===== src/source/fme_pkg.sv =====
// Shared constants and types for the half-pel refiner.
// Vector components are signed and counted in half-pel units.
// Candidate order is fixed by the offset tables below.

package fme_pkg;

	localparam int PIXEL_WIDTH = 8;
	localparam int FMV_WIDTH   = 10; // One signed component
	localparam int SAD_WIDTH   = 14; // Holds 64 * 255
	localparam int COST_WIDTH  = 16;
	localparam int NUM_CANDI   = 9;

	typedef logic [PIXEL_WIDTH-1:0] pel_t;

	// Vector word, moved raw or split into its components
	typedef union packed {
		logic [2*FMV_WIDTH-1:0] raw;
		struct packed {
			logic signed [FMV_WIDTH-1:0] x;
			logic signed [FMV_WIDTH-1:0] y;
		} f;
	} fme_mv_u;

	// **********************************************************************
	// Candidate offsets around the integer vector, in half pels
	// **********************************************************************

	// Index 0 is the center, so a tie keeps the integer vector
	localparam int CANDI_DX [NUM_CANDI] = '{
		0, -1, 0, 1,
		-1, 1,
		-1, 0, 1
	};

	localparam int CANDI_DY [NUM_CANDI] = '{
		0, -1, -1, -1,
		0, 0,
		1, 1, 1
	};

endpackage

===== src/source/fme_top.sv =====
// Half-pel refiner for one block per start, fixed latency of 22 cycles.
// Both memories must answer a read on the next cycle, no back-pressure.
// A start while busy is dropped.

`timescale 1ns/1ps

module fme_top #(
	parameter int BLK_SIZE = 8
) (
	input  logic                                 clk,
	input  logic                                 rstn,
	input  logic                                 start_i,
	input  fme_pkg::fme_mv_u                     imv_i,
	input  logic [5:0]                           qp_i,
	output logic                                 busy_o,
	output logic                                 done_o,
	output logic                                 ref_rden_o,
	output logic [3:0]                           ref_row_idx_o,
	input  fme_pkg::pel_t [BLK_SIZE+1:0]         ref_row_i,
	output logic                                 cur_rden_o,
	output logic [$clog2(BLK_SIZE)-1:0]          cur_row_idx_o,
	input  fme_pkg::pel_t [BLK_SIZE-1:0]         cur_row_i,
	output logic                                 fmv_wren_o,
	output fme_pkg::fme_mv_u                     fmv_data_o,
	output logic [fme_pkg::COST_WIDTH-1:0]       best_cost_o
);

	logic [3:0] count;
	logic [3:0] limit;
	logic       last;
	logic       clear;
	logic       step;
	logic       interp_en;
	logic       accum_clr;
	logic       accum_en;
	logic       search_clr;
	logic       search_en;
	logic       row_valid;
	logic       first;

	fme_pkg::pel_t [2:0][BLK_SIZE-1:0]                       int_rows;
	fme_pkg::pel_t [2:0][BLK_SIZE-1:0]                       half_rows;
	logic [fme_pkg::NUM_CANDI-1:0][fme_pkg::SAD_WIDTH-1:0]   sad;

	assign fmv_wren_o = done_o; // Result write strobe is the done pulse

	fme_ctrl #(.BLK_SIZE(BLK_SIZE)) fme_ctrl_inst (
		.clk(clk), .rstn(rstn), .start_i(start_i),
		.count_i(count), .last_i(last),
		.clear_o(clear), .step_o(step), .limit_o(limit),
		.busy_o(busy_o), .done_o(done_o),
		.ref_rden_o(ref_rden_o), .ref_row_idx_o(ref_row_idx_o),
		.cur_rden_o(cur_rden_o), .cur_row_idx_o(cur_row_idx_o),
		.interp_en_o(interp_en), .accum_clr_o(accum_clr), .accum_en_o(accum_en),
		.search_clr_o(search_clr), .search_en_o(search_en)
	);

	fme_step_counter fme_step_counter_inst (
		.clk(clk), .rstn(rstn), .clear_i(clear), .step_i(step),
		.limit_i(limit), .count_o(count), .last_o(last)
	);

	fme_halfpel_interp #(.BLK_SIZE(BLK_SIZE)) fme_halfpel_interp_inst (
		.clk(clk), .rstn(rstn), .en_i(interp_en), .ref_row_i(ref_row_i),
		.row_valid_o(row_valid), .first_o(first),
		.int_rows_o(int_rows), .half_rows_o(half_rows)
	);

	fme_sad_bank #(.BLK_SIZE(BLK_SIZE)) fme_sad_bank_inst (
		.clk(clk), .rstn(rstn), .clr_i(accum_clr), .en_i(accum_en),
		.row_valid_i(row_valid), .first_i(first),
		.int_rows_i(int_rows), .half_rows_i(half_rows),
		.cur_row_i(cur_row_i), .sad_o(sad)
	);

	fme_cost_select fme_cost_select_inst (
		.clk(clk), .rstn(rstn), .clr_i(search_clr), .en_i(search_en),
		.idx_i(count), .qp_i(qp_i), .imv_i(imv_i), .sad_i(sad),
		.best_mv_o(fmv_data_o), .best_cost_o(best_cost_o)
	);

endmodule


===== src/source/fme_cost_select.sv =====
// Walks the candidates one per cycle and keeps the cheapest.
// Cost is SAD plus qp per nonzero offset component.
// Only a strictly lower cost replaces the best, so ties keep the lower index.

`timescale 1ns/1ps

module fme_cost_select (
	input  logic                                                   clk,
	input  logic                                                   rstn,
	input  logic                                                   clr_i,
	input  logic                                                   en_i,
	input  logic [3:0]                                             idx_i,
	input  logic [5:0]                                             qp_i,
	input  fme_pkg::fme_mv_u                                       imv_i,
	input  logic [fme_pkg::NUM_CANDI-1:0][fme_pkg::SAD_WIDTH-1:0]  sad_i,
	output fme_pkg::fme_mv_u                                       best_mv_o,
	output logic [fme_pkg::COST_WIDTH-1:0]                         best_cost_o
);

	fme_pkg::fme_mv_u                imv_q;
	fme_pkg::fme_mv_u                cand_mv;
	logic [5:0]                      qp_q;
	logic [1:0]                      nz;
	logic [fme_pkg::COST_WIDTH-1:0]  cost;
	int                              cand_dx;
	int                              cand_dy;

	// Start inputs captured with the clear
	always_ff @(posedge clk) begin
		if (clr_i) begin
			imv_q.raw <= imv_i.raw;
			qp_q      <= qp_i;
		end
	end

	assign cand_dx = fme_pkg::CANDI_DX[idx_i];
	assign cand_dy = fme_pkg::CANDI_DY[idx_i];
	assign nz      = 2'(cand_dx != 0) + 2'(cand_dy != 0);

	assign cost = fme_pkg::COST_WIDTH'(sad_i[idx_i]) +
	              fme_pkg::COST_WIDTH'(qp_q) * fme_pkg::COST_WIDTH'(nz);

	assign cand_mv.f.x = imv_q.f.x + fme_pkg::FMV_WIDTH'(cand_dx);
	assign cand_mv.f.y = imv_q.f.y + fme_pkg::FMV_WIDTH'(cand_dy);

	always_ff @(posedge clk or negedge rstn) begin
		if (!rstn) begin
			best_cost_o <= '1;
			best_mv_o   <= '0;
		end else if (clr_i) begin
			best_cost_o <= '1; // Center always beats this
		end else if (en_i && (cost < best_cost_o)) begin
			best_cost_o <= cost;
			best_mv_o   <= cand_mv;
		end
	end

	a_idx_range: assert property (@(posedge clk) disable iff (!rstn)
		en_i |-> idx_i < 4'(fme_pkg::NUM_CANDI));

endmodule


===== src/source/fme_sad_bank.sv =====
// Nine SAD accumulators fed one interpolated row per cycle.
// Reference row k pairs with current rows k-1 and k-2, the latter
// taken from a two-deep delay on the current-row bus.
// Sums hold until the next clear.

`timescale 1ns/1ps

module fme_sad_bank #(
	parameter int BLK_SIZE = 8
) (
	input  logic                                                   clk,
	input  logic                                                   rstn,
	input  logic                                                   clr_i,
	input  logic                                                   en_i,
	input  logic                                                   row_valid_i,
	input  logic                                                   first_i,
	input  fme_pkg::pel_t [2:0][BLK_SIZE-1:0]                      int_rows_i,
	input  fme_pkg::pel_t [2:0][BLK_SIZE-1:0]                      half_rows_i,
	input  fme_pkg::pel_t [BLK_SIZE-1:0]                           cur_row_i,
	output logic [fme_pkg::NUM_CANDI-1:0][fme_pkg::SAD_WIDTH-1:0]  sad_o
);

	fme_pkg::pel_t [BLK_SIZE-1:0] cur_q1; // Current row k-1
	fme_pkg::pel_t [BLK_SIZE-1:0] cur_q2; // Current row k-2
	logic [3:0]                   row_k;
	logic [3:0]                   k_now;
	logic                         acc;

	function automatic logic [fme_pkg::SAD_WIDTH-1:0] row_sad(
			input fme_pkg::pel_t [BLK_SIZE-1:0] a, input fme_pkg::pel_t [BLK_SIZE-1:0] b);
		logic [fme_pkg::SAD_WIDTH-1:0] s;
		s = '0;
		for (int i = 0; i < BLK_SIZE; i++) begin
			s = s + ((a[i] > b[i]) ? a[i] - b[i] : b[i] - a[i]);
		end
		return s;
	endfunction

	assign acc   = en_i && row_valid_i;
	assign k_now = first_i ? 4'd1 : row_k + 4'd1;

	always_ff @(posedge clk) begin
		cur_q1 <= cur_row_i;
		cur_q2 <= cur_q1;
	end

	always_ff @(posedge clk or negedge rstn) begin
		if (!rstn) begin
			row_k <= 4'd0;
		end else if (acc) begin
			row_k <= k_now;
		end
	end

	// **********************************************************************
	// One accumulator per candidate, source picked by its offset
	// **********************************************************************

	for (genvar g = 0; g < fme_pkg::NUM_CANDI; g++) begin : g_candi
		localparam int DX = fme_pkg::CANDI_DX[g];
		localparam int DY = fme_pkg::CANDI_DY[g];

		logic [fme_pkg::SAD_WIDTH-1:0] rs;
		logic                          add;

		if (DY == 0) begin : g_int
			assign rs  = row_sad(int_rows_i[DX+1], cur_q1);
			assign add = acc && (k_now <= 4'(BLK_SIZE));
		end else if (DY < 0) begin : g_up
			assign rs  = row_sad(half_rows_i[DX+1], cur_q1);
			assign add = acc && (k_now <= 4'(BLK_SIZE));
		end else begin : g_down
			assign rs  = row_sad(half_rows_i[DX+1], cur_q2);
			assign add = acc && (k_now >= 4'd2);
		end

		always_ff @(posedge clk or negedge rstn) begin
			if (!rstn) begin
				sad_o[g] <= '0;
			end else if (clr_i) begin
				sad_o[g] <= '0;
			end else if (add) begin
				sad_o[g] <= sad_o[g] + rs;
			end
		end

		a_no_overflow: assert property (@(posedge clk) disable iff (!rstn)
			add |-> ({1'b0, sad_o[g]} + {1'b0, rs}) < (1 << fme_pkg::SAD_WIDTH));
	end

endmodule


===== src/source/fme_halfpel_interp.sv =====
// Rounded bilinear half-pel rows from two consecutive window rows.
// Needs en_i high for consecutive rows of one window, no gaps.
// Output column c lines up with integer window column c+1.

`timescale 1ns/1ps

module fme_halfpel_interp #(
	parameter int BLK_SIZE = 8
) (
	input  logic                                 clk,
	input  logic                                 rstn,
	input  logic                                 en_i,
	input  fme_pkg::pel_t [BLK_SIZE+1:0]         ref_row_i,
	output logic                                 row_valid_o,
	output logic                                 first_o,
	output fme_pkg::pel_t [2:0][BLK_SIZE-1:0]    int_rows_o,
	output fme_pkg::pel_t [2:0][BLK_SIZE-1:0]    half_rows_o
);

	fme_pkg::pel_t [BLK_SIZE+1:0]      prev_row;
	fme_pkg::pel_t [2:0][BLK_SIZE-1:0] int_nxt;
	fme_pkg::pel_t [2:0][BLK_SIZE-1:0] half_nxt;
	logic                              have_prev;

	function automatic fme_pkg::pel_t avg2(input fme_pkg::pel_t a, input fme_pkg::pel_t b);
		logic [fme_pkg::PIXEL_WIDTH:0] s;
		s = {1'b0, a} + {1'b0, b} + 1'b1;
		return s[fme_pkg::PIXEL_WIDTH:1];
	endfunction

	function automatic fme_pkg::pel_t avg4(input fme_pkg::pel_t a, input fme_pkg::pel_t b,
			input fme_pkg::pel_t c, input fme_pkg::pel_t d);
		logic [fme_pkg::PIXEL_WIDTH+1:0] s;
		s = {2'b0, a} + {2'b0, b} + {2'b0, c} + {2'b0, d} + 2'd2;
		return s[fme_pkg::PIXEL_WIDTH+1:2];
	endfunction

	for (genvar c = 0; c < BLK_SIZE; c++) begin : g_col
		// dx -1, 0, +1 on the current row
		assign int_nxt[0][c]  = avg2(ref_row_i[c], ref_row_i[c+1]);
		assign int_nxt[1][c]  = ref_row_i[c+1];
		assign int_nxt[2][c]  = avg2(ref_row_i[c+1], ref_row_i[c+2]);
		// Same three, halfway between previous and current row
		assign half_nxt[0][c] = avg4(prev_row[c], prev_row[c+1], ref_row_i[c], ref_row_i[c+1]);
		assign half_nxt[1][c] = avg2(prev_row[c+1], ref_row_i[c+1]);
		assign half_nxt[2][c] = avg4(prev_row[c+1], prev_row[c+2],
			ref_row_i[c+1], ref_row_i[c+2]);
	end

	always_ff @(posedge clk) begin
		if (en_i) begin
			prev_row    <= ref_row_i;
			int_rows_o  <= int_nxt;
			half_rows_o <= half_nxt;
		end
	end

	always_ff @(posedge clk or negedge rstn) begin
		if (!rstn) begin
			have_prev   <= 1'b0;
			row_valid_o <= 1'b0;
			first_o     <= 1'b0;
		end else begin
			have_prev   <= en_i;
			row_valid_o <= en_i && have_prev;
			first_o     <= en_i && have_prev && !row_valid_o; // Window row 1
		end
	end

endmodule


===== src/source/fme_ctrl.sv =====
// Sequencer for one block: window read, pipeline drain, candidate search.
// The shared step counter counts rows, then drain cycles, then candidates.
// Current row r is fetched together with reference row r+1.

`timescale 1ns/1ps

module fme_ctrl #(
	parameter int BLK_SIZE = 8
) (
	input  logic                          clk,
	input  logic                          rstn,
	input  logic                          start_i,
	input  logic [3:0]                    count_i,
	input  logic                          last_i,
	output logic                          clear_o,
	output logic                          step_o,
	output logic [3:0]                    limit_o,
	output logic                          busy_o,
	output logic                          done_o,
	output logic                          ref_rden_o,
	output logic [3:0]                    ref_row_idx_o,
	output logic                          cur_rden_o,
	output logic [$clog2(BLK_SIZE)-1:0]   cur_row_idx_o,
	output logic                          interp_en_o,
	output logic                          accum_clr_o,
	output logic                          accum_en_o,
	output logic                          search_clr_o,
	output logic                          search_en_o
);

	localparam logic [2:0] ST_IDLE   = 3'd0;
	localparam logic [2:0] ST_READ   = 3'd1;
	localparam logic [2:0] ST_DRAIN  = 3'd2;
	localparam logic [2:0] ST_SEARCH = 3'd3;
	localparam logic [2:0] ST_DONE   = 3'd4;
	localparam int CUR_IDX_W = $clog2(BLK_SIZE);

	logic [2:0] state_q;
	logic [2:0] state_d;
	logic       start_acc;
	logic       counting;
	logic       rden_q;
	logic       rden_d1;
	logic       rden_d2;

	assign start_acc = (state_q == ST_IDLE) && start_i;
	assign counting  = (state_q == ST_READ) || (state_q == ST_DRAIN) ||
	                   (state_q == ST_SEARCH);

	always_comb begin
		state_d = state_q;
		case (state_q)
			ST_IDLE:   if (start_i) state_d = ST_READ;
			ST_READ:   if (last_i) state_d = ST_DRAIN;
			ST_DRAIN:  if (last_i) state_d = ST_SEARCH; // Two cycles for interp and SAD stages
			ST_SEARCH: if (last_i) state_d = ST_DONE;
			default:   state_d = ST_IDLE;
		endcase
	end

	always_ff @(posedge clk or negedge rstn) begin
		if (!rstn) begin
			state_q <= ST_IDLE;
		end else begin
			state_q <= state_d;
		end
	end

	// Count limit of each phase
	always_comb begin
		case (state_q)
			ST_READ:   limit_o = 4'(BLK_SIZE + 1);
			ST_DRAIN:  limit_o = 4'd1;
			ST_SEARCH: limit_o = 4'(fme_pkg::NUM_CANDI - 1);
			default:   limit_o = 4'd0;
		endcase
	end

	assign clear_o = start_acc || (counting && last_i);
	assign step_o  = counting;

	// **********************************************************************
	// Read strobe and its delayed copies
	// **********************************************************************

	always_ff @(posedge clk or negedge rstn) begin
		if (!rstn) begin
			rden_q  <= 1'b0;
			rden_d1 <= 1'b0;
			rden_d2 <= 1'b0;
		end else begin
			rden_q  <= start_acc || (rden_q && !last_i);
			rden_d1 <= rden_q;  // Reference data on the bus
			rden_d2 <= rden_d1; // Interpolated rows ready
		end
	end

	assign ref_rden_o    = rden_q;
	assign ref_row_idx_o = count_i;
	assign cur_rden_o    = rden_q && (count_i != 4'd0) && (count_i <= 4'(BLK_SIZE));
	assign cur_row_idx_o = CUR_IDX_W'(count_i - 4'd1);

	assign interp_en_o  = rden_d1;
	assign accum_en_o   = rden_d2;
	assign accum_clr_o  = start_acc;
	assign search_clr_o = start_acc;
	assign search_en_o  = (state_q == ST_SEARCH);
	assign busy_o       = (state_q != ST_IDLE);
	assign done_o       = (state_q == ST_DONE);

	// Strobe flop and FSM must agree on the read phase
	a_rden_in_read: assert property (@(posedge clk) disable iff (!rstn)
		ref_rden_o |-> state_q == ST_READ);

endmodule


===== src/source/fme_step_counter.sv =====
// Up counter from zero with a compare against a run-time limit.
// Clear wins over step.

`timescale 1ns/1ps

module fme_step_counter (
	input  logic       clk,
	input  logic       rstn,
	input  logic       clear_i,
	input  logic       step_i,
	input  logic [3:0] limit_i,
	output logic [3:0] count_o,
	output logic       last_o
);

	always_ff @(posedge clk or negedge rstn) begin
		if (!rstn) begin
			count_o <= 4'd0;
		end else if (clear_i) begin
			count_o <= 4'd0;
		end else if (step_i) begin
			count_o <= count_o + 4'd1;
		end
	end

	assign last_o = (count_o == limit_i); // Terminal step of the phase

endmodule


===== config.mk =====
export PLATFORM = sky130hd
export DESIGN_NAME = fme_top
export DESIGN_NICKNAME = d
export VERILOG_FILES = /design/src/source/fme_pkg.sv /design/src/source/fme_top.sv /design/src/source/fme_cost_select.sv /design/src/source/fme_sad_bank.sv /design/src/source/fme_halfpel_interp.sv /design/src/source/fme_ctrl.sv /design/src/source/fme_step_counter.sv
export SDC_FILE = /design/constraint.sdc
export NUM_CORES = 2
export LEC_CHECK = 0
export BUFFER_PORTS_ARGS = -buffer_cell sky130_fd_sc_hd__buf_4
export CAP_MARGIN = 30
export CELL_PAD_IN_SITES_DETAIL_PLACEMENT = 1
export CELL_PAD_IN_SITES_GLOBAL_PLACEMENT = 2
export CORE_ASPECT_RATIO = 1.4
export CORE_UTILIZATION = 46
export DETAILED_ROUTE_END_ITERATION = 16
export PLACE_DENSITY_LB_ADDON = 0.1
export SLEW_MARGIN = 30
export SYNTH_ARGS = -nofsm -noshare
export SYNTH_HDL_FRONTEND = slang
export SYNTH_SLANG_ARGS = --single-unit

===== constraint.sdc =====
create_clock -name clk -period 16.5 [get_ports clk]
set_input_delay 3.3 -clock clk [delete_from_list [all_inputs] [get_ports clk]]
set_output_delay 3.3 -clock clk [all_outputs]
set_load 0.01 [all_outputs]

# Yosys cells after proc, flatten, opt, wreduce, memory -nomap -nowiden
# Memories as Yosys holds them, arrays and structs flattened.
# Index checks and enable logic that the tools add are counted.
[totals]
ff_bits = 620
rom_bits = 1024
in_bits = 173
output_inout_bits = 48
wordCells = 593
mem_count = 2
[classes]
n_addsub = 293
multipliers = 1
magnitude_cmp = 78
eq_ne = 9
n_mux = 107
bitwise = 2
reduce_logical = 28
[mem_list]
columns = ["memory", "words", "width", "read_ports", "rd_clocked_by_memory_dff", "write_ports", "line", "source"]
rows = [
  ["(name not given)", 16, 32, 1, 0, 0, "fme_cost_select.sv:36", "assign cand_dx = fme_pkg::CANDI_DX[idx_i];"],
  ["(name not given)", 16, 32, 1, 0, 0, "fme_cost_select.sv:37", "assign cand_dy = fme_pkg::CANDI_DY[idx_i];"],
]
[ops]
columns = ["op", "count"]
rows = [
  ["$sub A8 B8 Y9", 144],
  ["$mux W14", 91],
  ["$add A14 B14 Y14", 72],
  ["$gt A8 B8 Y1", 72],
  ["$add A8 B8 Y9", 26],
  ["$add A10 B8 Y10", 18],
  ["$add A9 B1 Y9 const B", 17],
  ["$mux W32", 4],
  ["$add A10 B2 Y10 const B", 9],
  ["$reduce_bool A32 Y1", 2],
  ["$bmux W14 S4", 1],
  ["$mux W16", 2],
  ["$add A10 B10 Y10", 2],
  ["$lt A16 B16 Y1", 1],
  ["$add A14 B8 Y15", 1],
  ["$mux W3", 4],
  ["$mux W4", 3],
  ["$pmux W3 S4", 1],
  ["$pmux W4 S3", 1],
  ["$logic_and A1 B1 Y1", 11],
  ["$add A4 B1 Y4 const B", 2],
  ["$le A4 B4 Y1 const B", 2],
  ["$mul A6 B2 Y8", 1],
  ["$reduce_bool A2 Y1", 4],
  ["20 further kinds", 27],
]

# Longest topological paths before layout
[depth]
ltp_word = 12
ltp_mapped = 31
mapped_depth_nobuf = 30

# Cells and area by module
# Synthesis repeated with hierarchy kept, for this count alone.
[hier_totals]
hier_cells = 10880
hier_area_um2 = 101204.6
[by_module_without_submodules]
columns = ["module", "instances", "cells_each", "area_each_um2", "seq_area_each_um2"]
rows = [
  ["fme_sad_bank", 1, 8539, 74313.8, 5815.6],
  ["fme_halfpel_interp", 1, 1816, 21260.4, 8723.4],
  ["fme_cost_select", 1, 456, 4972.3, 1701.6],
  ["fme_ctrl", 1, 47, 416.6, 150.1],
  ["fme_step_counter", 1, 21, 234.0, 100.1],
  ["fme_top", 1, 1, 7.5, 0.0],
]

# Least setup slack after synthesis
# Ideal clock, no wire load.
[synth_timing]
kind = "register -> register"
start = "register fme_halfpel_interp_inst.half_rows_o[17] (netlist name)"
end = "register fme_sad_bank_inst.sad_o[124] (netlist name)"
setup_time_ns = 0.121
arrival_ns = 7.017
required_ns = 16.379
setup_slack_ns = 9.362
stages_incl_launch_ff = 28
path_buffers = 0
period_less_slack_ns = 7.138
cell_sequence = "edfxtp_1 inv_1 ha_1 a21oi_1 o21bai_1 a21o_1 a21o_1 a21oi_1 o211ai_1 mux2i_1 xnor2_1 fa_1 fa_1 fa_1 inv_1 fa_1 inv_1 ha_1 fa_1 a21o_1 a21o_1 a21o_1 a21o_1 a21oi_1 nor2_1 a2111oi_0 xnor2_1 a22o_1"
[synth_rtl]
columns = ["element", "line", "source"]
rows = [
  ["end signal: indexed assignment", "fme_sad_bank.sv:83", "sad_o[g] <= sad_o[g] + rs;"],
  ["end: declaration", "fme_sad_bank.sv:20", "output logic [fme_pkg::NUM_CANDI-1:0][fme_pkg::SAD_WIDTH-1:0] sad_o"],
]

# Worst setup path in the final report
[layout_timing]
start = "register fme_halfpel_interp_inst.half_rows_o[114] (netlist name)"
end = "register fme_sad_bank_inst.sad_o[39] (netlist name)"
[layout_between]
elab_chain_cells = 7
word_cells_on_any_way = 9
classes_between = "5 x add/sub; 1 x order compare; 3 x mux"
[layout_rtl]
columns = ["element", "line", "source"]
rows = [
  ["start: declaration", "fme_halfpel_interp.sv:17", "output fme_pkg::pel_t [2:0][BLK_SIZE-1:0] half_rows_o"],
  ["start signal: assignment", "fme_halfpel_interp.sv:54", "half_rows_o <= half_nxt;"],
  ["$sub A8 B8 Y9 / $gt A8 B8 Y1 (equally long branches)", "fme_sad_bank.sv:34", "s = s + ((a[i] > b[i]) ? a[i] - b[i] : b[i] - a[i]);"],
  ["$mux W14 *", "fme_sad_bank.sv:34", ""],
  ["$add A14 B14 Y14 * (2 in a row)", "fme_sad_bank.sv:34", ""],
  ["$add A14 B14 Y14 *", "fme_sad_bank.sv:83", ""],
  ["$mux W14 *", "fme_sad_bank.sv:82", "end else if (add) begin"],
  ["$mux W14 *", "fme_sad_bank.sv:80", "end else if (clr_i) begin"],
]
# Mark *: on every way between the ends. The rest lies on a longest branch, timed or not. The select of a mux whose other input is x is not followed.
# A chain may end at the register's enable or synchronous reset.

==> out/results.txt <==
For the starting utilization of the core area, the log shows 0.463. The routed layout has 85570 vias. Yosys mapped the design onto 95 distinct sky130hd cell types. The worst register-to-register path has a setup slack of 7.79 ns. After layout, the minimum clock period comes to 8.71 ns. The clock slew at the register clock pins of the worst setup and hold paths is 0.07 ns, and the total met2 wirelength after detailed routing is 227000 um. In this run the worst setup path terminates at fme_sad_bank_inst.sad_o[39]$_DFFE_PN0P_.

The tools report the via count of the first global-routing pass as 91570. The arithmetic-cell share of the synthesized area counting full adders, half adders and majority gates was 0.383; the total global routing overflow was 0. The worst setup path is launched from a flip-flop. The detailed router finished its first iteration with 6047 violations. The final wirelength was 477000 um; the count of cells resized by post-cts repair was 0. The number of nets in the synthesized netlist is 13688. The class of the worst hold path was reg -> reg. The TritonCTS sink count is 620, and the post-route fraction of the period consumed by the critical path is 0.528. After detailed routing, the number of vias per cell comes to 6.06. Along the worst path, the maximum fanout reaches 8. The run gives 218000 um2 as the core region area. Fraction of synthesis flops using an asynchronous set or reset pin: 0.287.

The logs give 662000 um for the global-route wire length before repair and 3 for the maximum level of the CTS H-tree. The synthesized-area fraction occupied by ao, oa, aoi and oai cells works out to 0.173. Count of TritonRoute iterations in the first routing pass: 8. The cell row count is 203, and the number of port buffers is 220.

The cell depth of the worst min-delay path was 1; the portion of netlist area occupied by mux cells was 0.0509. The area growth from synthesis to layout is 7.90%. Timing would allow up to 115 MHz. The run finished with clean final reports.

The area share of the largest cell type after synthesis is 0.201. The number of enable-type register cells in the synthesized netlist came out at 314. STA classifies the critical path endpoint as a flip-flop.

After synthesis the cells add up to 101000 um2. The largest total area in the synthesized netlist belongs to ha_1. The max-capacitance violation count came out at 0.

Synthesis handed over a netlist of 10975 instances. Sorting the synthesized cells by how often they occur yields 2087 x inv_1, 1622 x ha_1, 918 x fa_1. Summed over all nets, wire length on met3 after detailed routing comes to 24000 um. The fraction of layout instances using a drive strength above 1 works out to 0.0623.

The tools report the startpoint of the most critical setup path as fme_halfpel_interp_inst.half_rows_o[114]$_DFFE_PP_. By area, the combinational part of the netlist is dominated by adder cells. Counting along the longest clock path gives a buffer depth of 3.

For the setup total negative slack, the log shows 0 ns. Routability-driven placement finished with a final weighted congestion of 1.10. For the antenna violation net count after detailed routing, the log shows 0. Dividing the detail-routed wire length by the instance count gives 33.8 um. At the pin with the least slew margin, the transition time is 1.11 ns. For the final database, setup skew stands at 0.0381 ns.

The most common cell in the synthesized netlist is inv_1. In this run the clock root is driven by a clkbuf_16. The quantity of hold-fixing buffers added after cts came out at 0. At the worst endpoint, the required time is 17.11 ns. The post-detailed-placement half-perimeter wirelength is 409000 um. The pin count of the biggest net entering global routing was 78. TritonCTS built the clock tree. Routed signal wires occupy layers up through met5. Average instance area after synthesis: 9.20 um2.

The initial antenna violation count came out at 14. The tools report the top-level port count as 221. In this run the horizontal extent of the chip is 398 um. The portion of the post-synthesis area used by sequential elements is 0.163, and the register bit total from synthesis is 620. Worst-case reg-to-reg path depth: 25. The post-synthesis simple-gate area fraction was 0.0778; the full die area was 221000 um2. The count of final max-slew check failures is 0, and the number of buffers inserted to repair setup after CTS is 0.

The total routing usage reported by global routing is 0.426, and the final net count is 13887. The tools report the data arrival time of the worst path as 9.31 ns. In this run, CTS created clock tree buffers numbering 80.

The worst register-to-register path ends at fme_sad_bank_inst.sad_o[39]$_DFFE_PN0P_. The most used flip-flop cell after synthesis is edfxtp_1. The die is 556 um tall. The insertion delay of the later-clocked pin in the worst-skew pair was 0.78 ns.

Startpoint of the lowest-slack register-to-register path: fme_halfpel_interp_inst.half_rows_o[114]$_DFFE_PP_. The number of hold-slack violations in the final timing report was 0. Worst slack on hold paths: 0.433 ns. The setup path with the least slack is of type reg -> reg. The relative max-transition margin is 0.257. The tools report the number of endpoints failing setup at the final stage as 0.

Parity-gate share of the synthesized area counting xor and xnor cells: 0.0671. Setup repair after global routing left no endpoint under its margin. The number of warnings issued by yosys came out at 0.

The number of remaining DRC errors is 0. Length of routed wiring on met1: 168000 um. The library cell contributing the largest single delay on the critical path was fa_1.

In this design, the stage delay of the slowest critical-path cell is 0.89 ns. In the post-synthesis netlist, the biggest area contributors are ha_1 20%, fa_1 18%, edfxtp_1 9.3%, inv_1 7.8%, xnor2_1 4.6%.
routing by layer:
layer,vias up,GRT usage
li1,37338,-
met1,43727,0.455
met2,3123,0.712
met3,1376,0.0584
met4,6,0.423
met5,-,0
layout make-up:
cell class              instances  area [um2]
flip-flops and latches        620       16500
fillers                     25234      109000
clock inverters                50         589
inverters                    2088        7840
repair buffers                295        2220
multi-input cells            8089       76000
well taps                    2870        3590
clock buffers                 100        2160
diodes                          9        22.5
kinds of logic (layout without fill, tap and decap cells):
logic type / after synthesis / in the layout
AOI/OAI and AO/OA: 2664 / 2664
xor gates and xnor gates: 774 / 774
adders and majority gates: 2540 / 2540
buffers and inverters: 2266 / 2533
DFF: 620 / 620
muxes: 471 / 471
other: 0 / 9
and+or+nand+nor: 1640 / 1640
registers in the layout, summed over array words and instances, names as in the netlist, 3 cells and up:
signal,count
fme_halfpel_interp_inst.prev_row,16
fme_sad_bank_inst.row_k,4
fme_sad_bank_inst.cur_q2,64
fme_cost_select_inst.qp_q,6
fme_cost_select_inst.best_mv_o,20
fme_sad_bank_inst.cur_q1,64
fme_cost_select_inst.imv_q,20
fme_halfpel_interp_inst.half_rows_o,136
fme_sad_bank_inst.sad_o,126
fme_ctrl_inst.state_q,3
fme_step_counter_inst.count_o,4
fme_halfpel_interp_inst.int_rows_o,136
fme_cost_select_inst.best_cost_o,16
through the flow:
| stage | worst slack [ns] | instance area [um2] | util | std cells |
|---|---|---|---|---|
| after detailed placement | 7.86 | 106000 | 0.486 | 13958 |
| after floorplan | 9.36 | 101000 | - | 10975 |
| after CTS | 7.85 | 109000 | 0.499 | 14108 |
| after global routing | 7.44 | 109000 | 0.499 | 14113 |
| final | 7.79 | 109000 | 0.499 | 14121 |
| after global placement | 8.01 | 106000 | 0.486 | 13958 |
worst min path at each step:
stage / from / to / slack (ns)
final: fme_halfpel_interp_inst.row_valid_o$_DFF_PN0_ / fme_halfpel_interp_inst.first_o$_DFF_PN0_ / 0.43
after global placement: fme_halfpel_interp_inst.row_valid_o$_DFF_PN0_ / fme_halfpel_interp_inst.first_o$_DFF_PN0_ / 0.42
after global routing: fme_halfpel_interp_inst.row_valid_o$_DFF_PN0_ / fme_halfpel_interp_inst.first_o$_DFF_PN0_ / 0.45
after floorplan: fme_halfpel_interp_inst.row_valid_o$_DFF_PN0_ / fme_halfpel_interp_inst.first_o$_DFF_PN0_ / 0.40
after CTS: fme_halfpel_interp_inst.row_valid_o$_DFF_PN0_ / fme_halfpel_interp_inst.first_o$_DFF_PN0_ / 0.43
after detailed placement: fme_halfpel_interp_inst.row_valid_o$_DFF_PN0_ / fme_halfpel_interp_inst.first_o$_DFF_PN0_ / 0.43
critical path: cells and delay by family, from the launching register on:
family	cells	cell delay, ns
adder cells (fa/ha/maj)	6	3.42
multiplexers	1	0.12
AND/OR/NAND/NOR	3	0.37
flip-flops	1	0.79
buffers and inverters	5	0.84
AO/OA/AOI/OAI	9	2.83
XOR/XNOR	1	0.14
cell usage in the layout, fill, tap and decap left out, types with 20 or more instances in the layout:
master / instances
a211o_1: 21
a211oi_1: 84
a21boi_0: 43
a21o_1: 406
a21oi_1: 844
a221oi_1: 46
a22o_1: 53
a31oi_1: 61
a41o_1: 20
and2_1: 26
and3_1: 30
buf_4: 289
clkbuf_16: 82
dfrtp_1: 159
dfxtp_1: 128
edfxtp_1: 314
fa_1: 917
ha_1: 1622
inv_1: 2086
mux2_2: 100
mux2i_1: 341
mux4_2: 23
nand2_1: 533
nand2b_1: 83
nand3_1: 145
nand4_1: 80
nor2_1: 301
nor2b_1: 138
nor3_1: 143
nor4_1: 24
o211ai_1: 28
o21a_1: 83
o21ai_0: 382
o21bai_1: 269
o22a_1: 28
o22ai_1: 43
or2_2: 32
or3_1: 57
xnor2_1: 532
xor2_1: 237
Power is left out: the tool's default activity adds up to more than one toggle a clock period on the data nets, which glitch-free logic cannot reach.
